**config.mk**
```make
export PLATFORM = sky130hd
export DESIGN_NAME = adc_capture
export DESIGN_NICKNAME = d
export VERILOG_FILES = /design/src/source/sample_pkg.sv /design/src/source/adc_capture.sv
export VERILOG_INCLUDE_DIRS = /design/src /design/src/source
export SDC_FILE = /design/constraint.sdc
export NUM_CORES = 1
export LEC_CHECK = 0
export BUFFER_PORTS_ARGS = -buffer_cell sky130_fd_sc_hd__buf_2
export CORE_MARGIN = 10
export CORE_UTILIZATION = 54
export DETAILED_ROUTE_END_ITERATION = 6
export PLACE_DENSITY = 0.82
export RECOVER_POWER = 50
export SLEW_MARGIN = 10
export SYNTH_ARGS = -nofsm -noshare
export SYNTH_HDL_FRONTEND = slang
export SYNTH_SLANG_ARGS = --single-unit
```
**constraint.sdc**
```tcl
create_clock -name clk -period 2.85 [get_ports clk]
set_input_delay 0.285 -clock clk [delete_from_list [all_inputs] [get_ports clk]]
set_output_delay 0.285 -clock clk [all_outputs]
set_load 0.005 [all_outputs]
```
**src/source/sdma_params.svh**
```systemverilog
`ifndef SDMA_PARAMS_SVH
`define SDMA_PARAMS_SVH

// samples per ping-pong half
`define SDMA_BUF_DEPTH 1024

// clk cycles per adc_clk period
// keep it even so both phases match
`define SDMA_ADC_DIV 4

// flops per bus strobe synchronizer
`define SDMA_SYNC_STAGES 2

// bus address of the status register
`define SDMA_STATUS_ADDR 16'h4000

`endif

```
**src/source/sample_pkg.sv**
```systemverilog
`include "sdma_params.svh"

package sample_pkg;

    // one converter result
    typedef logic [11:0] sample_t;

    // ping-pong half select
    typedef logic half_t;

    // word offset inside one half
    typedef logic [$clog2(`SDMA_BUF_DEPTH)-1:0] buf_offset_t;

    // ram word address
    // half in the msb, offset below
    typedef struct packed {
        half_t       half;
        buf_offset_t offset;
    } buf_addr_t;

endpackage

```
**src/source/adc_capture.sv**
```systemverilog
`timescale 1ns/1ps
`include "sdma_params.svh"

module adc_capture (
    input  logic                  clk,
    input  logic                  rst,
    input  logic                  signal_in,
    input  sample_pkg::sample_t   adc_data,
    input  logic                  lock_set,
    input  logic                  lock_clr,
    output logic                  adc_clk,
    output logic                  adc_oe,
    output logic                  cap_we,
    output sample_pkg::buf_addr_t cap_addr,
    output sample_pkg::sample_t   cap_data,
    output logic                  ready,
    output sample_pkg::half_t     ready_half,
    output logic                  locked,
    output logic                  overrun
);
    import sample_pkg::*;

    localparam int HALF_DIV = `SDMA_ADC_DIV / 2;
    localparam int DIV_W    = (HALF_DIV > 1) ? $clog2(HALF_DIV) : 1;

    logic [DIV_W-1:0] div_cnt;
    logic             div_end;
    logic             adc_fall;
    logic             sig_q;
    logic             trig;
    logic             last;
    half_t            wr_half;
    buf_offset_t      wr_offset;

    // adc_clk toggles every HALF_DIV clk cycles
    assign div_end  = (div_cnt == DIV_W'(HALF_DIV - 1));
    // adc_clk goes low at this edge
    assign adc_fall = div_end & adc_clk;

    assign trig = signal_in & ~sig_q;
    assign last = (wr_offset == buf_offset_t'(`SDMA_BUF_DEPTH - 1));

    always_ff @(posedge clk) begin
        if (rst) begin
            div_cnt <= '0;
            adc_clk <= 1'b0;
        end else if (div_end) begin
            div_cnt <= '0;
            adc_clk <= ~adc_clk;
        end else begin
            div_cnt <= div_cnt + 1'b1;
        end
    end

    always_ff @(posedge clk) begin
        if (rst) begin
            sig_q      <= 1'b0;
            adc_oe     <= 1'b0;
            cap_we     <= 1'b0;
            wr_half    <= 1'b0;
            wr_offset  <= '0;
            ready      <= 1'b0;
            ready_half <= 1'b0;
            locked     <= 1'b0;
            overrun    <= 1'b0;
        end else begin
            sig_q  <= signal_in;
            // one write per sample
            cap_we <= adc_oe & adc_fall;
            if (lock_set) begin
                locked <= 1'b1;
            end
            // release also retires the finished half
            if (lock_clr) begin
                locked <= 1'b0;
                ready  <= 1'b0;
            end
            if (!adc_oe) begin
                // new block on a trigger edge
                if (trig) begin
                    adc_oe    <= 1'b1;
                    wr_offset <= '0;
                    overrun   <= 1'b0;
                end
            end else if (adc_fall) begin
                // triggers while busy fall through here
                wr_offset <= wr_offset + 1'b1;
                if (last) begin
                    adc_oe <= 1'b0;
                    if (locked && ready_half != wr_half) begin
                        // host still owns the other half
                        overrun <= 1'b1;
                    end else begin
                        ready      <= 1'b1;
                        ready_half <= wr_half;
                        wr_half    <= ~wr_half;
                    end
                end
            end
        end
    end

    // sample and address ride along with cap_we
    always_ff @(posedge clk) begin
        if (adc_oe && adc_fall) begin
            cap_addr <= '{half: wr_half, offset: wr_offset};
            cap_data <= adc_data;
        end
    end

endmodule

```
### After elaboration in Yosys (flattened, before gate mapping)

Cells that the tools add are included.

* register bits after elaboration: 43
* bits of input ports: 17
* logic and storage cells: 53

* bitwise operators: 7
* add/sub/neg operators: 2
* mux-type cells: 17
* reduce and logical (&&, ||, !) cells: 8
* eq/ne operators: 5

Operators by type and width (count)
* two-way mux 10 bit: 3
* two-way mux 1 bit: 14
* adder 10 x 1 -> 10 bit, second input constant: 1
* == test 10 bit, second input constant: 1
* AND reduction 4 bit: 2
* inequality test 2 x 1 -> 1 bit, second input constant: 3
* NOT 1 bit: 4
* OR reduction 2 bit: 2
* AND 1 bit: 3
* logical AND 1 bit: 2
* AND reduction 2 bit: 1
* nonzero test 2 bit: 1
* adder 1 bit, second input constant: 1
* inequality test 1 bit: 1

### Logic depth before layout (Yosys ltp)

* depth after elaboration: 6
* mapped depth: 5
* mapped depth without buffers: 5

### Worst setup path before layout

No wires, ideal clock.

* path kind: flip-flop to flip-flop
* start: register adc_oe
* end: register wr_offset[9]
* slack: 1.274 ns
* arrival time: 1.506 ns
* setup time: 0.070 ns
* path buffers: 0
* period minus slack after synthesis: 1.576 ns
* stages on the path, launching flop included: 6
* cell sequence: dfxtp_1 -> nand3_4 -> inv_6 -> nor2_2 -> or4_1 -> a21oi_1

* cells in the longest elaborated chain, start to end: 2

Ends and longest elaborated chain
* start: declaration: line adc_capture.sv:12 `output logic adc_oe,`
* start signal: assignment: line adc_capture.sv:58 `adc_oe <= 1'b0;`
* start signal: assignment: line adc_capture.sv:81 `adc_oe <= 1'b1;`
* start signal: assignment: line adc_capture.sv:89 `adc_oe <= 1'b0;`
* inequality test 2 x 1 -> 1 bit (no line) or nonzero test 2 bit (tied branches)
* AND reduction 2 bit (no line)
* end signal: assignment: line adc_capture.sv:87 `wr_offset <= wr_offset + 1'b1;`
* end: declaration: line adc_capture.sv:33 `buf_offset_t wr_offset;`

Several ways; a longest one is shown, not always the timed one.
A chain may end at the register's enable or synchronous reset.

### Worst setup path in the final report

Ends and elaborated chain as after synthesis.

==> metrics <==
die height=74.25 um; Via density=5.189; Worst Setup Path Type=flip-flop to flip-flop; DRC=0; Post-synth top cells=23 x edfxtp_1, 20 x dfxtp_1, 14 x nor2_1, 8 x a21oi_1, 5 x xor2_1; number of global-route vias before repair=1069; prevailing post-synth register cell=edfxtp_1; top-count cell post-synth=edfxtp_1; pin count of the biggest net entering global routing=33; hold_buf cts=0; unrepaired setup endpoints after global routing=no; CTS max path bufs=2; syn_nets=137; placement row count=19; max cap viols=0; Async SR Flop Fraction=0; root buf cell=clkbuf_4; Hold Path Stages=2; top-area cell type share of the netlist area=0.4346; wire per inst=15.07 um; Netlist cell types=37; Initial Util=0.5713; Ys Warns=0; Worst R2R Path Depth=5; Static Leak=0.7294 nW; Final HPWL DP=2276 um; number of synthesized flops with an enable pin=23; antenna violations before repair=0; diode count=0; register bit count reported by yosys=43; Slew Limit Fails=0; Layout Utilization=0.6707; outcome=finished, final reports clean; Startpoint Class=flip-flop; # clock sinks=43; Die Wd=74.25 um; fin crit share=0.6841; sequential area share after synthesis=0.6866; drt total wl=3029 um; Clock H-tree levels=2; CTS tree=done; worst path arrival time=2220 ps; gr ovfl total=0; initial DRC count=64; Mapped Area=1589 um2; pwr dens=525.0 nW/um2; # Post-CTS Setup Buffers=0; final hold vios=0; cell type with the largest total area after synthesis=edfxtp_1; CP Max Fanout=32; vias after detailed routing=1043; required time worst endpoint=3120 ps; clk_lat worst skew=340 ps; Critical Path End Type=flip-flop; die area=5512 um2; first-pass GRT wire length=4767 um; worst hold path class=input pin to flip-flop; nets=187; minimum clock period=1950 ps; core area=2781 um2; share of cells above drive strength 1=0.2588; FMAX=0.5129 GHz; Cells after Synth=119; PortBufs=46; Slew @ Worst Pin=641.4 ps; Setup TNS=0 ps; post-route ant nets=0; Final GP Congestion=0.7689; IO Count=47; DR pass1 iterations=4; Synth area leaders=edfxtp_1 43%, dfxtp_1 25%, nor2_1 3.3%; Final setup viols=0; gr usage total=0.1111; CTS buffer count=5; Max-slew headroom=0.5724; clk slew on worst S/H paths=110 ps; CTS resizes=0; Area Growth Syn to Fin=17.40%; Peak VDD IR=0.4194 mV; clk_skew=6.542 ps; Mean Syn Cell Area=13.35 um2
## final cells by class
type	instances	area, um2
Inverter	3	16.27
Multi-Input combinational cell	70	457.9
Clock buffer	6	41.29
Fill cell	227	915.9
Clock inverter	2	12.51
Tap cell	31	38.79
Timing Repair Buffer	46	207.7
Sequential cell	43	1091
## registers in the layout (all words and copies together) (netlist names)
| name | count |
|---|---|
| cap_data | 12 |
| cap_addr | 11 |
| wr_offset | 10 |
| adc_clk | 1 |
| adc_oe | 1 |
| cap_we | 1 |
| div_cnt | 1 |
| locked | 1 |
| overrun | 1 |
| ready | 1 |
| ready_half | 1 |
| sig_q | 1 |
| wr_half | 1 |
## cell usage in the layout, fill, tap and decap left out, types with 2 or more instances in the layout
| cell | instances |
|---|---|
| a21oi_1 | 8 |
| and2_1 | 2 |
| and3_1 | 2 |
| buf_2 | 28 |
| clkbuf_1 | 19 |
| clkbuf_4 | 5 |
| dfxtp_1 | 20 |
| edfxtp_1 | 23 |
| inv_1 | 2 |
| mux2i_1 | 4 |
| nand2_1 | 2 |
| nand2b_1 | 3 |
| nand3_1 | 3 |
| nor2_1 | 14 |
| nor3_1 | 3 |
| o211ai_1 | 2 |
| o21ai_0 | 2 |
| or2_2 | 2 |
| xor2_1 | 5 |
## through the flow
| step | worst slack [ps] | cell area (um2) | std cells | hold slack [ps] | power [W] |
|---|---|---|---|---|---|
| after floorplan | 1274 | 1589 | 119 | 361.8 | 0.0007021 |
| after global placement | 1209 | 1847 | 193 | 458.5 | 0.0007222 |
| after detailed placement | 1130 | 1847 | 193 | 466.0 | 0.0007250 |
| after CTS | 1105 | 1901 | 201 | 83.17 | 0.0009989 |
| after global routing | 678.4 | 1866 | 201 | 87.34 | 0.001018 |
| final | 900.2 | 1866 | 201 | 105.8 | 0.0009795 |
## worst paths after layout
| kind | to | startpoint | slack, ps |
|---|---|---|---|
| hold / removal | locked$_SDFFE_PP0P_ | lock_clr | 110 |
| hold reg to reg | div_cnt$_SDFF_PP0_ | div_cnt$_SDFF_PP0_ | 470 |
| setup reg to reg | wr_offset[9]$_SDFFE_PP0P_ | adc_oe$_SDFF_PP0_ | 900 |
| setup / recovery | wr_offset[9]$_SDFFE_PP0P_ | adc_oe$_SDFF_PP0_ | 900 |
## cells by family after synthesis
family | synth area share
simple gates | 0.1740
flops | 0.6866
mux | 0.02520
fa+ha+maj | 0.007873
compound gates | 0.05591
buf+inv | 0.01733
xor+xnor | 0.03307
## power by group
part           leakage (nW)  total (W)  switching, W  internal (W)
clock network        0.0282   0.000273      0.000177     0.0000953
logic                 0.320  0.0000428     0.0000229     0.0000199
registers             0.381   0.000664    0.00000612      0.000658
## worst max-delay path, stage by stage, from the launching register on
cell and delay, ps:
dfxtp_1 440, nand3_1 340, inv_6 340, nor2_2 120, or4_1 480, a21oi_1 160
## layer usage
| metal | share of wire | GRT usage | vias up |
|---|---|---|---|
| met2 | 0.43 | 0.1752 | 49 |
| met1 | 0.40 | 0.1195 | 462 |
| met4 | 0.016 | 0.04268 | 0 |
| met3 | 0.16 | 0.06782 | 4 |
| li1 | - | - | 528 |
| met5 | 0 | 0 | - |
(Power assumes the default switching activity.)
