===== src/source/sdma_params.svh =====
`ifndef SDMA_PARAMS_SVH
`define SDMA_PARAMS_SVH

// samples per ping-pong half
`define SDMA_BUF_DEPTH 1024

// clk cycles per adc_clk period
// keep it even so both phases match
`define SDMA_ADC_DIV 4

// flops per bus strobe synchronizer
`define SDMA_SYNC_STAGES 2

// bus address of the status register
`define SDMA_STATUS_ADDR 16'h4000

`endif


===== src/source/sample_pkg.sv =====
`include "sdma_params.svh"

package sample_pkg;

    // one converter result
    typedef logic [11:0] sample_t;

    // ping-pong half select
    typedef logic half_t;

    // word offset inside one half
    typedef logic [$clog2(`SDMA_BUF_DEPTH)-1:0] buf_offset_t;

    // ram word address
    // half in the msb, offset below
    typedef struct packed {
        half_t       half;
        buf_offset_t offset;
    } buf_addr_t;

endpackage


===== src/source/buffer_arbiter.sv =====
`timescale 1ns/1ps

module buffer_arbiter (
    input  logic                  clk,
    input  logic                  rst,
    input  logic                  cap_we,
    input  sample_pkg::buf_addr_t cap_addr,
    input  sample_pkg::sample_t   cap_data,
    input  logic                  host_re,
    input  sample_pkg::buf_addr_t host_raddr,
    input  sample_pkg::sample_t   ram_rdata,
    output logic                  ram_en,
    output logic                  ram_we,
    output sample_pkg::buf_addr_t ram_addr,
    output sample_pkg::sample_t   ram_wdata,
    output logic                  host_rvalid,
    output sample_pkg::sample_t   host_rdata
);

    logic host_gnt;
    logic rd_pend;

    // capture always wins the port
    // host gets it in a free cycle with no read in flight
    assign host_gnt = host_re & ~cap_we & ~rd_pend;

    assign ram_en    = cap_we | host_gnt;
    assign ram_we    = cap_we;
    assign ram_addr  = cap_we ? cap_addr : host_raddr;
    assign ram_wdata = cap_data;

    // one read outstanding at most
    // ram answers the cycle after the grant
    always_ff @(posedge clk) begin
        if (rst) begin
            rd_pend <= 1'b0;
        end else begin
            rd_pend <= host_gnt;
        end
    end

    assign host_rvalid = rd_pend;
    // ram keeps its output through write cycles
    assign host_rdata  = ram_rdata;

endmodule


===== config.mk =====
export PLATFORM = sky130hd
export DESIGN_NAME = buffer_arbiter
export DESIGN_NICKNAME = d
export VERILOG_FILES = /design/src/source/sample_pkg.sv /design/src/source/buffer_arbiter.sv
export VERILOG_INCLUDE_DIRS = /design/src /design/src/source
export SDC_FILE = /design/constraint.sdc
export NUM_CORES = 1
export LEC_CHECK = 0
export ABC_AREA = 1
export BUFFER_PORTS_ARGS = -buffer_cell sky130_fd_sc_hd__clkbuf_2
export CORE_MARGIN = 4
export CORE_UTILIZATION = 24
export DETAILED_ROUTE_END_ITERATION = 12
export GPL_TIMING_DRIVEN = 0
export PLACE_DENSITY = 0.87
export RECOVER_POWER = 100
export SETUP_SLACK_MARGIN = 0.02
export SLEW_MARGIN = 20
export SYNTH_ARGS = -nofsm -noshare
export SYNTH_HDL_FRONTEND = slang
export SYNTH_SLANG_ARGS = --single-unit

===== constraint.sdc =====
create_clock -name clk -period 1.19 [get_ports clk]
set_clock_uncertainty 0.2 [all_clocks]
set_input_delay 0.1785 -clock clk [delete_from_list [all_inputs] [get_ports clk]]
set_output_delay 0.1785 -clock clk [all_outputs]
set_load 0.01 [all_outputs]

Yosys cells after proc, flatten, opt, wreduce, memory -nomap -nowiden. Index checks and enable logic that the tools add are counted.

Muxes and demuxes: 1. Bitwise logic cells: 5.

Operators by type and width (number): $mux 11 (1); $and 1x1->1 (2); $not 1->1 (2); $or 1x1->1 (1).

Output and inout port bits: 38. Input bits: 50. Word-level logic and storage cells: 7. Bits in registers: 1.

Longest topological paths before layout. Gate-level depths: netlist of the first run.

Depth after elaboration: 4. Mapped depth: 4. Depth with buffers taken out: 3.

Least setup slack after synthesis of the first run. OpenSTA, ideal clock, no wires.

Path type: register to output. Start: register rd_pend (netlist: host_rvalid). End: output ram_en. Stages on the path, launching flop included: 4. Required time: 812 ps. Arrival: 545 ps. Path buffers: 0. Slack: 266 ps. Cell sequence: dfxtp_1 > inv_1 > nand2_1 > nand2_1.

Cells in the longest elaborated chain, start to end: 3.

RTL lines: start: declaration (RTL line buffer_arbiter.sv:21) `logic rd_pend;`; start signal: assignment (RTL line buffer_arbiter.sv:38) `rd_pend <= host_gnt;`; $not 1->1 (RTL line buffer_arbiter.sv:25) `assign host_gnt = host_re & ~cap_we & ~rd_pend;`; $and 1x1->1 (RTL line buffer_arbiter.sv:25); $or 1x1->1 (RTL line buffer_arbiter.sv:27) `assign ram_en = cap_we | host_gnt;`; end: declaration (RTL line buffer_arbiter.sv:12) `output logic ram_en,`.

No other way between the ends.

==> results of run 1 <==
-- logic make-up (layout without fill, tap and decap cells) --
logic type,count (synthesis),after routing,synth area share [%]
AND/OR/NAND/NOR,37,37,36.9
buffers and inverters,30,94,57.8
flip-flops,1,1,5.32
-- where the power goes --
group	total, mW	leakage [nW]	internal (mW)	switching (mW)
sequential	0.0363	0.00820	0.0356	0.000713
clock	0	0	0	0
combinational	0.263	0.444	0.143	0.120
-- path summary, 6_finish.rpt --
path | from | end | cells after the start | slack, ns
setup / recovery | cap_we | ram_addr[7] | 6 | 0.06
hold / removal | rst | host_rvalid$_SDFF_PP0_ | 4 | 0.22
setup reg to reg | host_rvalid$_SDFF_PP0_ | host_rvalid$_SDFF_PP0_ | 3 | 0.41
hold reg to reg | host_rvalid$_SDFF_PP0_ | host_rvalid$_SDFF_PP0_ | 3 | 0.32
-- repair_timing --
action / CTS / global route
hold buffers: 0 / 0
gates resized for setup: 0 / 4
setup endpoints to repair: 0 / 7
-- area by class of cell --
type                       instances  area (um2)
buffer                            27         210
fill                             163         791
inverter                           3        13.8
multi-input combinational         37         139
sequential                         1        20.0
tap                               16        20.0
timing repair buffer              64         295
-- layout by cell type (no fill, tap or decap) --
| cell | instances |
|---|---|
| dfxtp_1 | 1 |
| clkbuf_2 | 38 |
| inv_1 | 2 |
| clkbuf_1 | 25 |
| buf_6 | 3 |
| nor2_1 | 1 |
| nand2_1 | 36 |
| inv_4 | 1 |
| buf_4 | 25 |
-- per-layer routing --
metal	vias to the layer above	track usage (%)	wire, um
li1	303	-	-
met1	216	9.71	494
met2	62	15.5	593
met3	0	1.50	330
met4	0	0	0
met5	-	0	0
-- through the flow --
step | hold WS [ns] | area, um2 | cells | power, mW
2_1_floorplan | 0.122 | 377 | 68 | 0.187
3_3_place_gp | 0.216 | 712 | 147 | 0.302
3_5_place_dp | 0.221 | 712 | 147 | 0.307
4_1_cts | 0.221 | 712 | 147 | 0.308
5_1_grt | 0.255 | 698 | 148 | 0.327
6_report | 0.217 | 698 | 148 | 0.300
-- critical path, cell delays in order --
cell and delay [ns]:
clkbuf_2 0.13, inv_4 0.09, buf_6 0.11, nand2_1 0.05, nand2_1 0.05, clkbuf_2 0.13
==> results_dict.tcl, run 1 <==
set metrics [dict create \
    peakVddDrop_uv 165 \
    avgRoutedWirePerCell_um 9.58 \
    drc_errors 0 \
    drt_iter0_drc 2 \
    postCtsSetupBuffers 0 \
    drt-total-wl_um 1420 \
    rows 14 \
    gp_congestion 0.650 \
    async_flop_share_pct 0 \
    ios 88 \
    die_w_um 47.6 \
    antenna_cells 0 \
    final_nets 184 \
    vias 581 \
    hp-class "primary input to flop" \
    synth_cell_types 7 \
    cp-end-kind "output pin" \
    arrival_ns 0.75 \
    grt_pass1_wl_um 1390 \
    outcome "complete, no violations" \
    grt_usage_pct 8.04 \
    synth-edff-count 0 \
    rsz0062_at_grt "false" \
    yosysMostFrequentCell "nand2_1" \
    fmax_mhz 888 \
    grt-ovfl-total 0 \
    drt-pass1-iter-count 2 \
    avgSynthCellArea_um2 5.54 \
    die_height_um 47.6 \
    synth_top_area_share_pct 51.8 \
    start_util_pct 25.3 \
    coreArea_um2 1490 \
    ant_nets 0 \
    finalSetupViolCount 0 \
    finalSetupTns_ns 0 \
    ys_seq_area_share_pct 5.32 \
    postSynthCellCount 68 \
    critPathKind "primary input to output pin" \
    grt_pass1_vias 412 \
    max-slew-margin-rel_pct 90.1 \
    synthTopCellsByCount "nand2_1, buf_4, inv_1" \
    ys_ff_latch 1 \
    via_per_inst 3.93 \
    maxCapViolCount 0 \
    ys_warn_count 0 \
    yosys.area.top_type "buf_4" \
    drive_gt1_share_pct 50.8 \
    syn_area_um2 377 \
    area_growth_pct 85.4 \
    powerDensity_nw_per_um2 429 \
    period_share_pct 94.6 \
    dieArea_um2 2270 \
    syn_nets 118 \
    start_kind "primary input" \
    dp_slack_ns 0.0453 \
    synth_ff_type "dfxtp_1" \
    numPortBuffers 63 \
    leakage_nw 0.452 \
    drv_slew 0 \
    hold_viol 0 \
    largest_reg_flops 1 \
    finalWorstSetupSlack_ns 0.0643 \
    fin_crit_ns 1.13 \
    grt_max_degree 11 \
    path_clk_slew_ns 0 \
    antenna_found_initial 0 \
    crit_required_ns 0.81 \
    crit_fanout 5 \
    fin_util_pct 46.9 \
    clk_latency_ns 0 \
    tightestPinTransition_ns 0.150 \
    synth.area.top_cells "buf_4, nand2_1, dfxtp_1, buf_6, inv_1" \
]
Power figures use the tool's default switching activity.
==> run 2: changes to the inputs <==
--- a/config.mk
+++ b/config.mk
@@ -12,6 +12,7 @@
 export CORE_UTILIZATION = 24
 export DETAILED_ROUTE_END_ITERATION = 12
 export GPL_TIMING_DRIVEN = 0
+export MAX_ROUTING_LAYER = met4
 export PLACE_DENSITY = 0.87
 export RECOVER_POWER = 100
 export SETUP_SLACK_MARGIN = 0.02
==> constraint.sdc (replaced) <==
create_clock -name clk -period 1.19 [get_ports clk]
set_clock_uncertainty 0.2 [all_clocks]
set_input_delay 0.238 -clock clk [delete_from_list [all_inputs] [get_ports clk]]
set_output_delay 0.238 -clock clk [all_outputs]
set_load 0.01 [all_outputs]
==> results_dict.tcl, run 2 (same netlist as run 1, synthesis figures left out) <==
set metrics [dict create \
    outcome "complete, but fails checks" \
    violations "negative setup slack" \
    layout_common_cells "nand2_1, buf_4, clkbuf_2, clkbuf_1" \
    fin_util_pct 51.2 \
    grt_pass1_wl_um 1550 \
    rows 14 \
    cp-end-kind "output pin" \
    powerDensity_nw_per_um2 427 \
    tightestPinTransition_ns 0.150 \
    via_per_inst 3.94 \
    maxCapViolCount 0 \
    dieArea_um2 2270 \
    peakVddDrop_uv 168 \
    rsz0062_at_grt "true" \
    start_util_pct 25.3 \
    finalSetupViolCount 8 \
    drc_errors 0 \
    final_common_cell "nand2_1" \
    numPortBuffers 63 \
    drive_gt1_share_pct 56.4 \
    dp_slack_ns -0.0737 \
    ant_nets 0 \
    grt_usage_pct 9.46 \
    hold_viol 0 \
    cp_cell_sequence "clkbuf_16, inv_8, buf_6, nand2_2, nand2_1, buf_2" \
    ios 88 \
    largest_reg_flops 1 \
    drt-total-wl_um 1490 \
    start_kind "primary input" \
    antenna_found_initial 0 \
    critPathKind "primary input to output pin" \
    fin_crit_ns 1.21 \
    cp_num_buf_inv 4 \
    grt_max_degree 11 \
    cts_hold_buffers 0 \
    drt_iter0_drc 3 \
    drt-pass1-iter-count 4 \
    max_stage_delay_ns 0.13 \
    crit_fanout 5 \
    avgRoutedWirePerCell_um 9.99 \
    finalWorstSetupSlack_ns -0.0174 \
    grt-ovfl-total 0 \
    gp_congestion 0.656 \
    path_clk_slew_ns 0 \
    final_nets 185 \
    cpLargestDelayFamily "buffers and inverters" \
    period_share_pct 101 \
    arrival_ns 0.77 \
    crit_required_ns 0.75 \
    vias 587 \
    die_height_um 47.6 \
    holdWs_ns 0.276 \
    leakage_nw 0.470 \
    max-slew-margin-rel_pct 90.1 \
    hp-class "primary input to flop" \
    slowest_stage "clkbuf_16" \
    die_w_um 47.6 \
    nFillCells 162 \
    clk_latency_ns 0 \
    fmax_mhz 828 \
    antenna_cells 0 \
    drv_slew 0 \
    coreArea_um2 1490 \
    grt_pass1_vias 431 \
    area_growth_pct 102 \
]
[run 2: path summary, 6_finish.rpt]
check | startpoint | to | slack, ns | depth (start not counted)
hold / removal | rst | host_rvalid$_SDFF_PP0_ | 0.28 | 4
setup reg to reg | host_rvalid$_SDFF_PP0_ | host_rvalid$_SDFF_PP0_ | 0.41 | 3
setup / recovery | cap_we | ram_addr[0] | -0.02 | 6
hold reg to reg | host_rvalid$_SDFF_PP0_ | host_rvalid$_SDFF_PP0_ | 0.32 | 3
[run 2: timing repair]
item / in CTS / in global routing
endpoints found under the setup margin: 12 / 12
hold endpoints to repair: 0 / 0
pin swaps: 1 / 3
cloned: 1 / 0
gates resized for setup: 12 / 17
buffers inserted: 1 / 0
[run 2: layout make-up]
class	instances	area, um2	area share [%]
Timing Repair Buffer	65	334	43.8
Inverter	3	18.8	2.46
Buffer	27	210	27.6
Multi-Input combinational cell	37	159	20.9
Tap cell	16	20.0	2.63
Sequential cell	1	20.0	2.63
[run 2: per-stage QoR]
stage	instances	setup TNS, ns	power [mW]	cell area (um2)
after floorplan	68	0	0.187	377
after global placement	147	-0.532	0.302	712
after detailed placement	147	-0.638	0.307	712
after CTS	149	-0.137	0.330	772
after global routing	149	-0.398	0.352	762
final	149	-0.0717	0.325	762
[run 2: report_power, final]
part	internal [mW]	total, mW	switching (mW)
combinational	0.160	0.289	0.129
clock	0	0	0
sequential	0.0356	0.0364	0.000728
[run 2: worst register-to-register path, cell delays in order (launching register included)]
cell and delay (ns):
dfxtp_1 0.31, inv_1 0.04, nand2_1 0.07, nor2_1 0.05
[run 2: metal layers]
metal	global-route usage [%]	part of all wire, %
met4	0	0
met1	12.8	36
met2	16.0	41
met5	-	0
met3	1.13	22
==> run 3: changes to the inputs <==
--- a/config.mk
+++ b/config.mk
@@ -6,14 +6,13 @@
 export SDC_FILE = /design/constraint.sdc
 export NUM_CORES = 1
 export LEC_CHECK = 0
-export ABC_AREA = 1
 export BUFFER_PORTS_ARGS = -buffer_cell sky130_fd_sc_hd__clkbuf_2
 export CORE_MARGIN = 4
 export CORE_UTILIZATION = 24
 export DETAILED_ROUTE_END_ITERATION = 12
 export GPL_TIMING_DRIVEN = 0
 export MAX_ROUTING_LAYER = met4
-export PLACE_DENSITY = 0.87
+export PLACE_DENSITY = 0.85
 export RECOVER_POWER = 100
 export SETUP_SLACK_MARGIN = 0.02
 export SLEW_MARGIN = 20
==> results_dict.tcl, run 3 <==
set metrics [dict create \
    avgSynthCellArea_um2 9.52 \
    rows 14 \
    cp-end-kind "output pin" \
    dieArea_um2 2340 \
    powerDensity_nw_per_um2 443 \
    fmax_mhz 730 \
    antenna_found_initial 0 \
    final_nets 158 \
    numPortBuffers 63 \
    syn_area_um2 390 \
    fin_util_pct 53.4 \
    synth_fa_ha_area_share_pct 0 \
    grt_max_degree 7 \
    synthTopCellsByCount "buf_4, mux2_4, mux2_2" \
    via_per_inst 4.11 \
    drt-total-wl_um 1540 \
    area_growth_pct 108 \
    drc_errors 0 \
    ys_seq_area_share_pct 5.13 \
    synth_ff_type "dfxtp_1" \
    rsz0062_at_grt "true" \
    max-slew-margin-rel_pct 90.2 \
    grt_pass1_vias 506 \
    violations "negative setup slack" \
    peakVddDrop_uv 304 \
    fin_crit_ns 1.37 \
    outcome "complete, but fails checks" \
    die_height_um 48.3 \
    synth_top_area_share_pct 48.1 \
    yosysMostFrequentCell "buf_4" \
    syn_nets 91 \
    path_clk_slew_ns 0 \
    crit_fanout 6 \
    grt_usage_pct 11.3 \
    synth_cell_types 7 \
    synth.area.top_cells "buf_4, mux2_4, mux2_2, dfxtp_1, nand2b_1" \
    drive_gt1_share_pct 72.6 \
    die_w_um 48.3 \
    finalSetupViolCount 12 \
    design_area_um2 813 \
    vias 501 \
    grt-ovfl-total 0 \
    start_util_pct 25.6 \
    tightestPinTransition_ns 0.146 \
    coreArea_um2 1520 \
    hold_viol 0 \
    ys_ff_latch 1 \
    synth_compound_area_share_pct 0 \
    fin_cells 122 \
    gp_congestion 0.637 \
    drt-pass1-iter-count 2 \
    arrival_ns 0.93 \
    avgRoutedWirePerCell_um 12.7 \
    yosys.area.top_type "buf_4" \
    ant_nets 0 \
    finalWorstSetupSlack_ns -0.179 \
    start_kind "primary input" \
    drv_slew 0 \
    dpl_cell_area_um2 726 \
    synth-simple-area-share_pct 4.49 \
    ios 88 \
    synth_top_family_by_area "buffers and inverters" \
    leakage_nw 0.452 \
    synth.mux.area_fraction_pct 39.4 \
    critPathKind "primary input to output pin" \
    synth_xor_area_share_pct 0 \
    largest_reg_flops 1 \
    hp-class "primary input to flop" \
    placed_cells 120 \
    synth-edff-count 0 \
    postSynthCellCount 41 \
    nFillCells 152 \
    ys_warn_count 0 \
    crit_required_ns 0.75 \
    final_common_cell "clkbuf_2" \
    grt_pass1_wl_um 2240 \
    drt_iter0_drc 1 \
    cts_hold_buffers 0 \
    antenna_cells 0 \
    clk_latency_ns 0 \
    maxCapViolCount 0 \
    layout_common_cells "clkbuf_2, clkbuf_1, buf_4" \
    period_share_pct 115 \
    async_flop_share_pct 0 \
]
run 3: cell count changes after synthesis, sizes merged:
cell    delta
mux2      +11
nand2b     +2
nor2       -1
inv        -3
buf        -1
nand2     -36
nor3       +1
run 3: cells by family after synthesis:
kind of cell           after synthesis
buffers and inverters               26
multiplexers                        11
AND/OR/NAND/NOR                      3
flip-flops                           1
run 3: worst max-delay path: stages:
cell       delay [ns]
clkbuf_16        0.14
buf_8            0.13
mux2_4           0.30
buf_6            0.12
run 3: power breakdown:
group / leakage (nW) / total, mW / switching, mW / internal [mW]
Combinational: 0.444 / 0.324 / 0.117 / 0.207
Clock: 0 / 0 / 0 / 0
Sequential: 0.00820 / 0.0363 / 0.000632 / 0.0356
Total: 0.452 / 0.360 / 0.118 / 0.242
run 3: cell type report:
cell class                      count  area, um2  share of cell area (%)
Buffer                             26        203                    24.9
Tap cell                           16       20.0                    2.46
Sequential cell                     1       20.0                    2.46
Multi-Input combinational cell     14        179                    22.0
Timing Repair Buffer               65        392                    48.2
run 3: final timing paths:
| path | startpoint | to | slack [ns] | depth (start not counted) |
|---|---|---|---|---|
| setup / recovery | cap_we | ram_addr[5] | -0.18 | 4 |
| hold / removal | rst | host_rvalid$_SDFF_PP0_ | 0.21 | 2 |
| setup reg to reg | host_rvalid$_SDFF_PP0_ | host_rvalid$_SDFF_PP0_ | 0.29 | 2 |
| hold reg to reg | host_rvalid$_SDFF_PP0_ | host_rvalid$_SDFF_PP0_ | 0.40 | 2 |
run 3: routing by layer:
metal  up-vias  share of wire [%]  global-route usage [%]
li1        241                  -                       -
met5         -                  0                       -
met3         0                 20                    4.91
met4         0                  0                       0
met2        55                 54                    22.4
met1       205                 27                    10.2
run 3: repair_timing:
item | in CTS | in global routing
resized for setup | 7 | 17
endpoints found under the hold margin | 0 | 0
buffers inserted | 1 | 0
gates cloned | 1 | 0
endpoints found under the setup margin | 12 | 12
run 3: through the flow:
step                      TNS [ns]  hold slack [ns]  setup slack (ns)  total power [mW]
after floorplan                  0            0.115            0.0653             0.201
after global placement       -2.19            0.204            -0.242             0.314
after detailed placement     -2.46            0.215            -0.263             0.321
after CTS                    -1.73            0.215            -0.182             0.349
after global routing         -1.84            0.227            -0.196             0.385
final                        -1.68            0.210            -0.179             0.360
