### src/source/sdma_params.svh
`ifndef SDMA_PARAMS_SVH
`define SDMA_PARAMS_SVH

// samples per ping-pong half
`define SDMA_BUF_DEPTH 1024

// clk cycles per adc_clk period
// keep it even so both phases match
`define SDMA_ADC_DIV 4

// flops per bus strobe synchronizer
`define SDMA_SYNC_STAGES 2

// bus address of the status register
`define SDMA_STATUS_ADDR 16'h4000

`endif

### src/source/host_bus_pkg.sv
package host_bus_pkg;

    // multiplexed address as seen on the AD lines
    typedef logic [17:0] host_addr_t;

    // data word on the low AD lines
    typedef logic [15:0] host_data_t;

    // status word returned at the status address
    // msb first
    typedef struct packed {
        // a finished half waits for the host
        logic        ready;
        // which half is finished
        logic        ready_half;
        // host holds the finished half
        logic        locked;
        // a block was dropped since the last status read
        logic        overrun;
        logic [11:0] rsvd;
    } status_t;

endpackage

### src/source/sample_pkg.sv
`include "sdma_params.svh"

package sample_pkg;

    // one converter result
    typedef logic [11:0] sample_t;

    // ping-pong half select
    typedef logic half_t;

    // word offset inside one half
    typedef logic [$clog2(`SDMA_BUF_DEPTH)-1:0] buf_offset_t;

    // ram word address
    // half in the msb, offset below
    typedef struct packed {
        half_t       half;
        buf_offset_t offset;
    } buf_addr_t;

endpackage

### src/source/fsmc_slave.sv
`timescale 1ns/1ps
`include "sdma_params.svh"

module fsmc_slave (
    input  logic                     clk,
    input  logic                     rst,
    input  logic                     nadv,
    input  logic                     nwe,
    input  logic                     noe,
    input  host_bus_pkg::host_addr_t ad_in,
    output host_bus_pkg::host_data_t ad_out,
    output logic                     ad_oe,
    output logic                     host_re,
    output sample_pkg::buf_addr_t    host_raddr,
    input  logic                     host_rvalid,
    input  sample_pkg::sample_t      host_rdata,
    input  logic                     ready,
    input  sample_pkg::half_t        ready_half,
    input  logic                     locked,
    input  logic                     overrun,
    output logic                     lock_set,
    output logic                     lock_clr
);
    import host_bus_pkg::*;
    import sample_pkg::*;

    localparam int SYNC = `SDMA_SYNC_STAGES;

    // strobe shift chains
    // bit SYNC-1 is the synchronized level, bit SYNC the previous one
    logic [SYNC:0] nadv_sr;
    logic [SYNC:0] nwe_sr;
    logic [SYNC:0] noe_sr;

    // AD lines delayed to line up with the previous strobe bit
    host_addr_t ad_dly [SYNC+1];

    logic       nadv_rise;
    logic       nwe_rise;
    logic       noe_fall;
    logic       is_status;
    logic       wr_status;
    host_addr_t addr_q;
    host_data_t ad_out_q;
    status_t    st_word;
    logic       ovr_q;
    logic       ovr_flag;

    // edges on the synchronized strobes
    assign nadv_rise = nadv_sr[SYNC-1] & ~nadv_sr[SYNC];
    assign nwe_rise  = nwe_sr[SYNC-1] & ~nwe_sr[SYNC];
    assign noe_fall  = ~noe_sr[SYNC-1] & noe_sr[SYNC];

    assign is_status = (addr_q == host_addr_t'(`SDMA_STATUS_ADDR));

    // status writes turn into lock pulses
    // only bit 0 of the written word counts
    assign wr_status = nwe_rise & is_status;
    assign lock_set  = wr_status & ad_dly[SYNC][0];
    assign lock_clr  = wr_status & ~ad_dly[SYNC][0];

    // drive the pads for the whole synchronized read strobe
    assign ad_oe  = ~noe_sr[SYNC-1];
    assign ad_out = ad_out_q;

    always_comb begin
        st_word            = '0;
        st_word.ready      = ready;
        st_word.ready_half = ready_half;
        st_word.locked     = locked;
        st_word.overrun    = ovr_flag;
    end

    // strobes idle high
    always_ff @(posedge clk) begin
        if (rst) begin
            nadv_sr <= '1;
            nwe_sr  <= '1;
            noe_sr  <= '1;
        end else begin
            nadv_sr <= {nadv_sr[SYNC-1:0], nadv};
            nwe_sr  <= {nwe_sr[SYNC-1:0], nwe};
            noe_sr  <= {noe_sr[SYNC-1:0], noe};
        end
    end

    always_ff @(posedge clk) begin
        ad_dly[0] <= ad_in;
        for (int i = 1; i <= SYNC; i++) begin
            ad_dly[i] <= ad_dly[i-1];
        end
    end

    always_ff @(posedge clk) begin
        if (rst) begin
            host_re  <= 1'b0;
            ovr_q    <= 1'b0;
            ovr_flag <= 1'b0;
        end else begin
            ovr_q <= overrun;
            // buffer read stays requested until the word comes back
            if (noe_fall && !is_status) begin
                host_re <= 1'b1;
            end else if (host_rvalid) begin
                host_re <= 1'b0;
            end
            // sticky until the host reads the status
            // a new drop wins over a clear in the same cycle
            if (overrun && !ovr_q) begin
                ovr_flag <= 1'b1;
            end else if (noe_fall && is_status) begin
                ovr_flag <= 1'b0;
            end
        end
    end

    always_ff @(posedge clk) begin
        // address phase ends on nadv rise
        if (nadv_rise) begin
            addr_q <= ad_dly[SYNC];
        end
        if (noe_fall) begin
            if (is_status) begin
                ad_out_q <= host_data_t'(st_word);
            end else begin
                // offset wraps at the half size
                host_raddr <= '{half: ready_half,
                                offset: addr_q[$bits(buf_offset_t)-1:0]};
            end
        end else if (host_rvalid && host_re) begin
            // held on the pads until the next read
            ad_out_q <= host_data_t'(host_rdata);
        end
    end

endmodule

### config.mk
export PLATFORM = sky130hd
export DESIGN_NAME = fsmc_slave
export DESIGN_NICKNAME = d
export VERILOG_FILES = /design/src/source/host_bus_pkg.sv /design/src/source/sample_pkg.sv /design/src/source/fsmc_slave.sv
export VERILOG_INCLUDE_DIRS = /design/src /design/src/source
export SDC_FILE = /design/constraint.sdc
export NUM_CORES = 1
export LEC_CHECK = 0
export BUFFER_PORTS_ARGS = -buffer_cell sky130_fd_sc_hd__buf_2
export CORE_AREA = 2 2 104 106
export DETAILED_ROUTE_END_ITERATION = 6
export DIE_AREA = 0 0 106 108
export GPL_TIMING_DRIVEN = 0
export PLACE_DENSITY = 0.59
export SYNTH_ARGS = -nofsm -noshare
export SYNTH_HDL_FRONTEND = slang
export SYNTH_SLANG_ARGS = --single-unit
### constraint.sdc
create_clock -name clk -period 3.15 [get_ports clk]
set_input_delay 0.63 -clock clk [delete_from_list [all_inputs] [get_ports clk]]
set_output_delay 0.63 -clock clk [all_outputs]
set_load 0.05 [all_outputs]
Word-level counts from Yosys, hierarchy flattened
Memory sizes are Yosys's and may differ from the RTL's. Index checks and enable logic that the tools add are counted.

Equality and inequality tests: 2. Mux-type cells: 7. Bitwise logic cells: 11. Reduce and logical (&&, ||, !) cells: 11.

Operators with widths (count): $mux W16 (3); $eq A18 B15 Y1 const B (1); $and A1 B1 Y1 (6); $reduce_bool A2 Y1 (3); $not A1 Y1 (5); $logic_and A1 B1 Y1 (4); $mux W1 (4); $reduce_and A2 Y1 (2); $logic_not A1 Y1 (2); $ne A2 B1 Y1 const B (1).

Register bits after elaboration: 57. Memory bits (writable): 54. Input port bits: 40. Output and inout port bits: 31. Logic and storage cells: 42. Memories: 1.

Memory list: ad_dly (depth 3, width 18, read ports 3, clocked after memory_dff 0, wr ports 3, RTL line fsmc_slave.sv:36) `host_addr_t ad_dly [SYNC+1];`.

Depth between registers and ports, before layout
Gate-level depths: netlist (run 1).

Depth in word-level cells: 5. Mapped depth: 4. Mapped depth without buffers: 3.

Least setup slack after synthesis (run 1)
Ideal clock, no wire load.

Path type: register to output. Start point: register addr_q[7] (read register of ad_dly). End point: output port lock_clr. Arrival: 2380 ps. Data required time: 2520 ps. Setup slack: 140 ps. Stages on the path, launching flop included: 4. Path buffers: 0. Path through: edfxtp_1 > nor4_2 > nand4_1 > nor4_1.

Longest elaborated chain between the ends: 3.

RTL lines: from (decl) (RTL line fsmc_slave.sv:43) `host_addr_t addr_q;`; $eq A18 B15 Y1 (RTL line fsmc_slave.sv:54) `` assign is_status = (addr_q == host_addr_t'(`SDMA_STATUS_ADDR)); ``; $and A1 B1 Y1 (RTL line fsmc_slave.sv:58) `assign wr_status = nwe_rise & is_status;`; $and A1 B1 Y1 (RTL line fsmc_slave.sv:60) `assign lock_clr = wr_status & ~ad_dly[SYNC][0];`; to (decl) (RTL line fsmc_slave.sv:22) `output logic lock_clr`.

Every way passes these cells.

Final worst setup path (run 1)
Start point: register addr_q[3] (read register of ad_dly). End point: output port lock_set.

Longest elaborated chain between the ends: 3.

RTL lines: $eq A18 B15 Y1 (RTL line fsmc_slave.sv:54); $and A1 B1 Y1 (RTL line fsmc_slave.sv:58); $and A1 B1 Y1 (RTL line fsmc_slave.sv:59) `assign lock_set = wr_status & ad_dly[SYNC][0];`; to (decl) (RTL line fsmc_slave.sv:21) `output logic lock_set,`.

Every way passes these cells.

==> summary.md, run 1 <==
| Metric | Value |
|---|---|
| Outcome | `complete, no violations` |
| CTS resizes | `0` |
| Seq/Total Area, Yosys | `0.887` |
| DRC viols | `0` |
| Synthesized Nets | `207` |
| Reg-to-reg slack, setup | `slightly above 1 ns` |
| Slew HR | `0.254` |
| Compound-Gate Fraction of Synth Area | `0.0133` |
| Largest net degree at the start of global routing | `20` |
| Pre-CTS setup slack | `between 0.8 and 0.9 ns` |
| CTS Root Cell | `clkbuf_8` |
| Setup_tns | `0 ns` |
| Max Freq | `379 MHz` |
| Slowest cell delay on critical path | `approximately 0.48 ns` |
| Post-synthesis register bit count | `111` |
| Initial antenna violation count | `0` |
| Unrepaired setup endpoints after global routing | `no` |
| FF-to-FF End | `ad_out[14]$_SDFFCE_PN0P_` |
| Tcrit/Tclk final | `0.837` |
| Inst Count DP | `around 380` |
| Buffers added on ports | `70` |
| Die W | `106 um` |
| Area grow syn2layout | `24.0%` |
| Max Cap Violations | `0` |
| Switching share of total power | `0.218` |
| Multiplexer share of the synthesized area | `0` |
| PwrDens | `646 mW/mm2` |
| Simple-Gate Fraction of Synth Area | `0.0951` |
| Crit path DAT | `2.01 ns` |
| Slew @ Worst Pin | `1.12 ns` |
| Worst skew pair latency | `roughly 0.36 ns` |
| Combinational share of power | `0.035` |
| Vert. Die Dim | `108 um` |
| Max Buffers Root-to-Sink | `2` |
| P_leak | `1.47 nW` |
| Critical Path RT | `2.52 ns` |
| Num CTS Buffers | `9` |
| Initial Util | `0.295` |
| Critical Path Fanout Max | `3` |
| CTS tree | `yes` |
| Non-Filler Instances | `391` |
| Synth warn | `0` |
| Most common library cells after synthesis | `66 x dfxtp_1, 45 x edfxtp_1, 17 x and2_1` |
| Top cells by area, synth | `edfxtp_1 45%, dfxtp_1 44%, and2_1 3.5%, or2_2 1.9%, nor2b_1 1.0%` |
| Setup ws final | `0.512 ns` |
| Leading area contributor after synthesis | `edfxtp_1` |
| CTS sink count | `111` |
| 1st-iter DRT viols | `approximately 90` |
| Antenna diodes | `0` |
| Final Hold Vio Count | `0` |
| Net Sw Power | `0.527 mW` |
| Worst Setup End Kind | `primary output` |
| Dpl hpwl | `2890 um` |
| GRT Total Usage | `0.0774` |
| Setup Viol. Count Final | `0` |
| DR pass1 iterations | `4` |
| GPL Wtd Cong | `a little under 0.7` |
| XOR/XNOR Fraction of Synth Area | `0` |
| First-pass GRT wire length | `6470 um` |
| Peak VDD IR | `0.286 mV` |
| Post-synth EDFFs | `45` |
| Post-synth top flop | `dfxtp_1` |
| Final net count | `290` |
| Sequential share of power | `0.648` |
| DR WL/cell | `10.3 um` |
| Final Util | `0.365` |
| FP Rows | `37` |
| Clock skew | `0.0108 ns` |
| Critical Path Start | `addr_q[3]$_DFFE_PP_` |
| Most numerous cell in the Yosys netlist | `dfxtp_1` |
| Core Area | `between 0.01 and 0.015 mm2` |
| Min Clock Period, post-route | `about 2.6 ns` |
| Vias in the first global route | `roughly 1,400` |
| Avg Vias per Cell | `3.63` |
| Crit-path slowest cell | `nor4_1` |
| Critical path destination | `lock_set` |
| Largest family of logic cells by synthesized area | `simple AND/OR/NAND/NOR gates` |
| Clk pin slew, worst setup/hold paths | `~0.10 ns` |
| Antenna viol nets, final | `0` |
| Crit path cell chain | `nor4_1, nand2_1, nor4_1, buf_2` |
| RR Startpoint | `addr_q[3]$_DFFE_PP_` |
| Via count | `~1,400` |
| Post-cts hold buffer count | `0` |
| Layout cell share with drive strength beyond 1 | `0.388` |
| Synthesized-area fraction occupied by adder cells | `0` |
| Syn avg cell area | `between 15 and 20 um2` |
| Critical Path Start Type | `flop` |
| Share of the synthesized area in the top cell type | `0.448` |
| Die ar. | `0.0114 mm2` |
| Total Wirelength | `4040 um` |
| Max Transition Viols Final | `0` |
| Overflow after GRT | `0` |
| Hold Crit Class | `flop to flop` |
| Crit Path Category | `flop to primary output` |
| Synth unique cells | `20` |
| H-tree levels | `3` |
| Clk pwr share | `0.317` |
| Cell count of the worst reg-to-reg path | `4` |
| Post-CTS Setup Inserts | `0` |
| Ys async rst share | `0` |
| Post-Synthesis Cells | `~170` |
| Internal power | `1.89 mW` |
| Area of the mapped netlist | `between 0.003 and 0.004 mm2` |
| Critical path's most frequent cell | `nor4_1` |
| I/O Pins | `71` |
==> power by group through the flow <==
| stage | registers, mW | logic (mW) | clock network [mW] |
|---|---|---|---|
| floorplan | 1.62 | 0.0252 | 0 |
| global placement | 1.60 | 0.0845 | 0 |
| detailed placement | 1.60 | 0.0869 | 0 |
| CTS | 1.56 | 0.0872 | 0.800 |
| global route | 1.57 | 0.0943 | 0.860 |
| finish | 1.56 | 0.0855 | 0.765 |
==> flip-flops by register name, summed over array words and instances, names as in the netlist <==
signal	count
nadv_sr	3
addr_q	18
ad_out	16
ovr_q	1
ovr_flag	1
host_re	1
ad_dly	54
noe_sr	3
nwe_sr	3
host_raddr	11
==> cell type report <==
cell class,count,area (um2)
clock buffers,10,128
inverters,2,7.51
flip-flops and latches,111,2670
clock inverters,6,53.8
well taps,136,170
multi-input cells,52,332
plain buffers,2,7.51
repair buffers,72,365
fillers,967,6490
==> worst max-delay path, delay by kind of cell (launching register included) <==
| kind | cells | cell delay, ns |
|---|---|---|
| buf+inv | 1 | 0.32 |
| flops | 1 | 0.41 |
| simple gates | 3 | 0.92 |
==> metrics by stage <==
| stage | area (um2) | hold slack, ns | power (mW) |
|---|---|---|---|
| 2_1_floorplan | 3010 | 0.310 | 1.64 |
| 3_3_place_gp | 3530 | 0.311 | 1.68 |
| 3_5_place_dp | 3550 | 0.312 | 1.68 |
| 4_1_cts | 3740 | 0.335 | 2.45 |
| 5_1_grt | 3740 | 0.332 | 2.52 |
| 6_report | 3740 | 0.333 | 2.41 |
==> cells by family (layout without fill, tap and decap cells) <==
family | after synthesis | in the layout
AO/OA/AOI/OAI | 6 | 6
buffers and inverters | 4 | 92
flip-flops | 111 | 111
AND/OR/NAND/NOR | 46 | 46
==> metal layers <==
metal / up-vias / GRT usage / part of all wire
li1: 741 / - / -
met5: - / 0 / 0
met3: 8 / 0.0338 / 0.085
met1: 613 / 0.0921 / 0.45
met2: 57 / 0.116 / 0.45
met4: 0 / 0.0479 / 0.017
==> how the worst min path moves through the flow <==
stage,start,endpoint,slack [ns],cells after the start
2_1_floorplan,ad_dly[0][0]$_DFF_P_,ad_dly[0][18]$_DFF_P_,0.31,0
4_1_cts,ad_dly[0][6]$_DFF_P_,ad_dly[0][24]$_DFF_P_,0.34,0
5_1_grt,ad_in[13],ad_dly[0][13]$_DFF_P_,0.33,1
6_report,ad_dly[0][31]$_DFF_P_,ad_dly[0][49]$_DFF_P_,0.33,0
3_5_place_dp,ad_dly[0][31]$_DFF_P_,ad_dly[0][49]$_DFF_P_,0.31,0
3_3_place_gp,ad_dly[0][3]$_DFF_P_,ad_dly[0][21]$_DFF_P_,0.31,0
==> cells in the final DEF, fill, tap and decap left out, drive strengths merged, types with 3 or more instances in the layout <==
cell / netlist / layout
and2: 17 / 17
buf: 0 / 72
clkbuf: 2 / 12
dfxtp: 66 / 66
edfxtp: 45 / 45
inv: 2 / 6
nand2b: 3 / 3
nor2: 3 / 3
nor2b: 5 / 5
nor4: 5 / 5
or2: 9 / 9
Power figures use the tool's default switching activity.
==> inputs of run 2 (changes only) <==
Settings changed: ABC_AREA set to 1, CORE_AREA 2 2 104 106 to 2 2 105 107, DIE_AREA 0 0 106 108 to 0 0 107 109, PLACE_DENSITY 0.59 to 0.6.
Clock period 3.15 ns to 2.2 ns, I/O delays scaled along.
==> run 2 against run 1 <==
Routed wire length increased by 3.9%. Total power increased by 44%. Highest routed layer unchanged. Area after synthesis increased by 2.1%. Critical path type unchanged. Die area increased by 1.9%. Largest power group unchanged. Sequential share of layout area decreased by 0.95 points. Clock power increased by 41%.
==> summary.md, run 2 <==
| Metric | Value |
|---|---|
| Crit Path Category | `flop to primary output` |
| CTS sink count | `111 (unchanged)` |
| H-tree levels | `3 (unchanged)` |
| Syn avg cell area | `15.0 um2 (-17%)` |
| Synth unique cells | `17 (-15%)` |
| Clock skew | `0.00894 ns (-0.00182 ns)` |
| Vias in the first global route | `1,458 (+7.6%)` |
| Critical Path Start Type | `flop` |
| Overflow after GRT | `0 (unchanged)` |
| Worst Setup End Kind | `primary output` |
| Outcome | `complete, no violations` |
| Hold Crit Class | `input port to flop` |
| Antenna viol nets, final | `0 (unchanged)` |
| Met3 Usage GRT | `0.0275 (-0.00626)` |
| Max Buffers Root-to-Sink | `2 (unchanged)` |
| Via count | `1,520 (+7.1%)` |
| Largest register FFs | `54 (unchanged)` |
| Crit path max-delay family | `simple AND/OR/NAND/NOR gates` |
| Max Freq | `486 MHz` |
| Slew @ Worst Pin | `0.876 ns (-0.243 ns)` |
| Die W | `107 um (+0.94%)` |
| P_leak | `1.61 nW (+9.4%)` |
| GRT busiest layer | `met2` |
| First-pass GRT wire length | `6410 um (-0.96%)` |
| Post-synth EDFFs | `45 (unchanged)` |
| Total power | `3.47 mW (+44%)` |
| Clk pin slew, worst setup/hold paths | `0.10 ns (about the same)` |
| Crit path DAT | `1.62 ns (-0.39 ns)` |
| Combinational share of power | `0.041 (+0.006)` |
| Max Cap Violations | `0 (unchanged)` |
| Post-Synthesis Cells | `205 (+23%)` |
| Dpl hpwl | `3060 um (+5.9%)` |
| Leading area contributor after synthesis | `edfxtp_1` |
| Net Sw Power | `0.772 mW (+47%)` |
| DR WL/cell | `9.76 um (-5.5%)` |
| Crit-path slowest cell | `edfxtp_1` |
| Die ar. | `0.0117 mm2 (+1.9%)` |
| Post-synthesis register bit count | `111 (unchanged)` |
| Most numerous cell in the Yosys netlist | `dfxtp_1` |
| Synth warn | `0 (unchanged)` |
| Critical Path Fanout Max | `3 (unchanged)` |
| FP Rows | `38 (+2.7%)` |
| Avg Vias per Cell | `3.53 (-2.6%)` |
| Vert. Die Dim | `109 um (+0.93%)` |
| CTS tree | `yes` |
| Clk pwr share | `0.311 (-0.006)` |
| Ys async rst share | `0 (unchanged)` |
| Seq/Total Area, Yosys | `0.869 (-0.0180)` |
| CTS resizes | `0 (unchanged)` |
| Design Area, Final | `0.00379 mm2 (+1.3%)` |
| GRT met2 Usage | `0.118 (+0.00262)` |
| Top cells by area, synth | `edfxtp_1 44%, dfxtp_1 43%, nor2_1 4.0%, inv_1 3.2%, nand2_1 1.6%` |
| Final hold slack | `0.169 ns (-0.163 ns)` |
| DR pass1 iterations | `3 (-1)` |
| Final Hold Vio Count | `0 (unchanged)` |
| Area grow syn2layout | `23.1%` |
| Share of the synthesized area in the top cell type | `0.439 (-0.00912)` |
| Crit path cell chain | `or2_4, nor2_4, nand4_1, nor2_1, buf_4` |
| Most common cell after layout, fill and taps aside | `buf_2` |
| Non-Filler Instances | `430 (+10%)` |
| Buffers added on ports | `69 (-1.4%)` |
| Antenna diodes | `0 (unchanged)` |
| Critical Path RT | `1.76 ns (-0.76 ns)` |
| DRC viols | `0 (unchanged)` |
| Most common library cells after synthesis | `66 x dfxtp_1, 45 x edfxtp_1, 33 x nor2_1` |
| Worst path bufs/invs | `1 (unchanged)` |
| CTS Root Cell | `clkbuf_8` |
| Core Area | `0.0106 mm2 (+3.6%)` |
| Final Util | `0.357 (-0.00808)` |
| Initial Util | `0.290 (-0.00443)` |
| Switching share of total power | `0.223 (+0.00442)` |
| Largest register by flop count | `ad_dly` |
| Initial antenna violation count | `0 (unchanged)` |
| Final net count | `325 (+12%)` |
| PwrDens | `916 mW/mm2 (+42%)` |
| Max Transition Viols Final | `0 (unchanged)` |
| Sequential share of power | `0.648 (about the same)` |
| Slew HR | `0.415 (+0.161)` |
| Inst Count DP | `414 (+10%)` |
| GRT Total Usage | `0.0766 (-0.000835)` |
| Num CTS Buffers | `9 (unchanged)` |
| Post-synth top flop | `dfxtp_1` |
| Setup_tns | `0 ns (unchanged)` |
| Peak VDD IR | `0.473 mV (+65%)` |
| Tcrit/Tclk final | `0.936` |
| Met1 usage | `0.0846 (-0.00754)` |
| Post-cts hold buffer count | `0 (unchanged)` |
| Placed cell area | `0.00360 mm2 (+1.2%)` |
| Area of the mapped netlist | `0.00308 mm2 (+2.1%)` |
| Unrepaired setup endpoints after global routing | `no` |
| Layout cell share with drive strength beyond 1 | `0.324 (-0.0641)` |
| GPL Wtd Cong | `0.660 (-4.3%)` |
| Synthesized Nets | `245 (+18%)` |
| Slowest cell delay on critical path | `0.39 ns (-0.09 ns)` |
| Worst skew pair latency | `0.36 ns (about the same)` |
| Setup Viol. Count Final | `0 (unchanged)` |
| Min Clock Period, post-route | `2.06 ns` |
| Total Wirelength | `4200 um (+3.9%)` |
| Internal power | `2.70 mW (+43%)` |
| Commonest non-fill, non-tap cells in the layout | `68 x buf_2, 66 x dfxtp_1, 45 x edfxtp_1, 32 x nor2_1, 26 x inv_1` |
| Post-CTS Setup Inserts | `0 (unchanged)` |
| I/O Pins | `71 (unchanged)` |
| 1st-iter DRT viols | `38 (-57%)` |
| Pre-CTS setup slack | `0.324 ns (-0.504 ns)` |
| Setup ws final | `0.141 ns (-0.371 ns)` |
| Largest net degree at the start of global routing | `20 (unchanged)` |
run 2: changes by cell type after synthesis, sizes merged, moves of 2 or more:
cell / delta
nand2b: -3
nor4: -5
inv: +26
nand2: +14
and2: -17
a31oi: -2
nor2: +32
nor2b: -5
run 2: final timing paths:
check                             start                      end  slack, ns  depth (start not counted)
setup reg to reg    addr_q[3]$_DFFE_PP_  ad_out[2]$_SDFFCE_PP0P_       0.38                          4
hold / removal                ad_in[17]    ad_dly[0][17]$_DFF_P_       0.17                          1
hold reg to reg   ad_dly[0][19]$_DFF_P_    ad_dly[0][37]$_DFF_P_       0.33                          0
setup / recovery    addr_q[3]$_DFFE_PP_                 lock_clr       0.14                          5
run 2: area by class of cell:
cell class / count / area, um2
Fill cell: 1047 / 6820
Clock buffer: 9 / 124
Sequential cell: 111 / 2670
Timing Repair Buffer: 69 / 350
Inverter: 28 / 105
Clock inverter: 7 / 57.6
Buffer: 2 / 8.76
Multi-Input combinational cell: 64 / 293
Tap cell: 140 / 175
run 2: power by group through the flow:
stage / logic [mW] / registers (mW) / clock network, mW
after floorplan: 0.0419 / 2.33 / 0
after global placement: 0.142 / 2.29 / 0
after detailed placement: 0.144 / 2.30 / 0
after CTS: 0.145 / 2.25 / 1.13
after global routing: 0.157 / 2.25 / 1.19
final: 0.142 / 2.25 / 1.08
run 2: logic make-up after synthesis:
group / Yosys count / synth area share
compound gates: 1 / 0.00163
buf+inv: 30 / 0.0370
flops: 111 / 0.869
simple gates: 63 / 0.0927
run 2: layer usage:
layer	routed length, um	up-vias
li1	-	805
met1	1940	639
met2	1760	63
met3	351	13
met4	141	0
met5	0	-
run 2: worst reg2reg max path, delay by kind of cell, from the launching register on:
| family | cells | cell delay [ns] |
|---|---|---|
| flops | 1 | 0.39 |
| simple gates | 4 | 1.07 |
==> inputs of run 3 (changes only) <==
Settings changed: ABC_AREA 1 to not set, CORE_AREA 2 2 105 107 to 2 2 104 106, DIE_AREA 0 0 107 109 to 0 0 106 108.
==> run 3 against run 2 <==
Cell count shrank 8.4%. First-iteration DRC count rose by 53%. Flip-flop and latch count is the same. Register-to-register slack got worse by 0.13 ns. Fmax is 9.2% lower. The run now ends with setup timing left. Worst hold slack better by 0.0060 ns. Via count is 5.6% lower. Highest routed layer unchanged. Global-route usage shrank 0.17 points. Worst setup slack lost 0.21 ns. Clock power grew 9%. Critical path type unchanged. Non-clock buffer count is 6 higher. Total power increased by 2.4%. Largest cell class unchanged.
==> summary.md, run 3 (synthesis results as in run 1) <==
| Metric | Value |
|---|---|
| Hold path startpoint | `ad_in[10]` |
| First-pass GRT wire length | `6160 um (-3.9%)` |
| Core Area | `0.0102 mm2 (-3.5%)` |
| Crit Path Category | `flop to primary output` |
| Filler cells | `960 (-8.3%)` |
| Initial Util | `0.295 (+0.00443)` |
| RR Startpoint | `addr_q[8]$_DFFE_PP_` |
| Avg Vias per Cell | `3.64 (+3.0%)` |
| Hold Path Sink | `ad_dly[0][10]$_DFF_P_` |
| GRT met2 Usage | `0.117 (-0.00170)` |
| GRT Total Usage | `0.0748 (-0.00173)` |
| Buffers added on ports | `70 (+1.4%)` |
| Largest net degree at the start of global routing | `20 (unchanged)` |
| Critical Path RT | `1.76 ns (about the same)` |
| Final hold slack | `0.175 ns (+0.00601 ns)` |
| GRT busiest layer | `met2` |
| Failing checks | `setup timing` |
| Total power | `3.55 mW (+2.4%)` |
| Max Transition Viols Final | `0 (unchanged)` |
| GPL Wtd Cong | `0.703 (+6.5%)` |
| Final net count | `293 (-9.8%)` |
| Cell count of the worst reg-to-reg path | `6 (+2)` |
| Critical Path Start Type | `flop` |
| Worst hold stages | `1 (unchanged)` |
| Commonest non-fill, non-tap cells in the layout | `68 x buf_2, 66 x dfxtp_1, 45 x edfxtp_1, 17 x and2_1` |
| Largest register by flop count | `ad_dly` |
| Total Wirelength | `4050 um (-3.4%)` |
| Max Buffers Root-to-Sink | `2 (unchanged)` |
| Met1 usage | `0.0802 (-0.00439)` |
| Via count | `1,435 (-5.6%)` |
| Vias in the first global route | `1,333 (-8.6%)` |
| FP Rows | `37 (-2.6%)` |
| Outcome | `finished with violations` |
| Antenna viol nets, final | `0 (unchanged)` |
| Tcrit/Tclk final | `1.03 (+0.0945)` |
| DRC viols | `0 (unchanged)` |
| H-tree levels | `3 (unchanged)` |
| Worst skew pair latency | `0.35 ns (about the same)` |
| P_leak | `1.51 nW (-6.6%)` |
| Clk pin slew, worst setup/hold paths | `0.10 ns (about the same)` |
| Crit path DAT | `1.83 ns (+0.21 ns)` |
| CTS tree | `yes` |
| Critical Path Fanout Max | `2 (-1)` |
| Unrepaired setup endpoints after global routing | `yes` |
| Met3 Usage GRT | `0.0338 (+0.00626)` |
| CTS Root Cell | `clkbuf_8` |
| Dpl hpwl | `2880 um (-5.8%)` |
| Slew HR | `0.582 (+0.167)` |
| 1st-iter DRT viols | `58 (+53%)` |
| Final Hold Vio Count | `0 (unchanged)` |
| Most common cell after layout, fill and taps aside | `buf_2` |
| CTS sink count | `111 (unchanged)` |
| Max Freq | `441 MHz (-9.2%)` |
| Num CTS Buffers | `9 (unchanged)` |
| Clock skew | `0.00877 ns (-0.000166 ns)` |
| FF-to-FF End | `ad_out[7]$_SDFFCE_PP0P_` |
| Peak VDD IR | `0.417 mV (-12%)` |
| Area grow syn2layout | `28.1%` |
| Antenna diodes | `0 (unchanged)` |
| Setup Viol. Count Final | `2 (+2)` |
| Worst Setup End Kind | `primary output` |
| Layout cell share with drive strength beyond 1 | `0.415 (+0.0906)` |
| Initial antenna violation count | `0 (unchanged)` |
| DR pass1 iterations | `2 (-1)` |
| Max Cap Violations | `0 (unchanged)` |
| Largest register FFs | `54 (unchanged)` |
| DR WL/cell | `10.3 um (+5.4%)` |
| Vert. Die Dim | `108 um (-0.92%)` |
| PwrDens | `919 mW/mm2 (+0.35%)` |
| Slew @ Worst Pin | `0.627 ns (-0.249 ns)` |
| I/O Pins | `71 (unchanged)` |
| Die W | `106 um (-0.93%)` |
| Post-cts hold buffer count | `0 (unchanged)` |
| Die ar. | `0.0114 mm2 (-1.8%)` |
| Min Clock Period, post-route | `2.27 ns (+0.208 ns)` |
| Hold Crit Class | `input port to flop` |
| Reg-to-reg slack, setup | `0.25 ns (-0.13 ns)` |
| Setup ws final | `-0.0666 ns (-0.208 ns)` |
| Overflow after GRT | `0 (unchanged)` |
==> run 3: critical path, stage by stage (launching register included) <==
cell	delay, ns
edfxtp_1	0.44
nor4_4	0.34
nand4_1	0.18
nor4_2	0.27
buf_4	0.24
==> run 3: power breakdown <==
group          switching [mW]  leakage, nW  internal, mW  total [mW]
clock                   0.640       0.0979         0.544        1.18
combinational          0.0737        0.443        0.0518       0.126
sequential             0.0213        0.966          2.22        2.24
==> run 3: layer usage <==
| layer | part of all wire | vias up | wire, um |
|---|---|---|---|
| li1 | - | 745 | - |
| met1 | 0.43 | 623 | 1760 |
| met2 | 0.46 | 57 | 1870 |
| met3 | 0.081 | 10 | 329 |
| met4 | 0.024 | 0 | 98 |
| met5 | 0 | - | 0 |
==> run 3: cell type report <==
| class | instances | area, um2 | area share |
|---|---|---|---|
| clock buffers | 11 | 131 | 0.0340 |
| plain buffers | 2 | 7.51 | 0.00194 |
| repair buffers | 75 | 409 | 0.106 |
| multi-input cells | 52 | 398 | 0.103 |
| flip-flops and latches | 111 | 2670 | 0.692 |
| clock inverters | 5 | 66.3 | 0.0172 |
| inverters | 2 | 7.51 | 0.00194 |
| well taps | 136 | 170 | 0.0441 |
==> run 3: how the worst max path moves through the flow <==
stage,endpoint,from,depth (start not counted),slack (ns)
final,lock_set,addr_q[8]$_DFFE_PP_,4,-0.07
after global routing,lock_set,addr_q[8]$_DFFE_PP_,4,-0.24
after CTS,lock_clr,addr_q[7]$_DFFE_PP_,5,-0.15
after detailed placement,ad_out[8]$_SDFFCE_PP0P_,addr_q[3]$_DFFE_PP_,3,-0.43
after global placement,ad_out[10]$_SDFFCE_PP0P_,addr_q[3]$_DFFE_PP_,3,-0.39
after floorplan,lock_clr,addr_q[7]$_DFFE_PP_,3,-0.10
==> run 3: metrics by stage <==
step / utilization / cells / instance area [um2] / setup TNS, ns / setup slack (ns)
global placement: 0.347 / 373 / 3550 / -6.27 / -0.392
CTS: 0.376 / 394 / 3850 / -0.268 / -0.148
floorplan: - / 167 / 3030 / -0.205 / -0.103
global route: 0.378 / 394 / 3860 / -0.449 / -0.236
finish: 0.378 / 394 / 3860 / -0.132 / -0.0666
detailed placement: 0.348 / 374 / 3560 / -6.88 / -0.430
==> run 3: timing repair <==
| action | CTS | global route |
|---|---|---|
| pin swaps | 4 | 2 |
| endpoints found under the setup margin | 18 | 13 |
| gates resized for setup | 8 | 3 |
| buffers inserted | 4 | 0 |
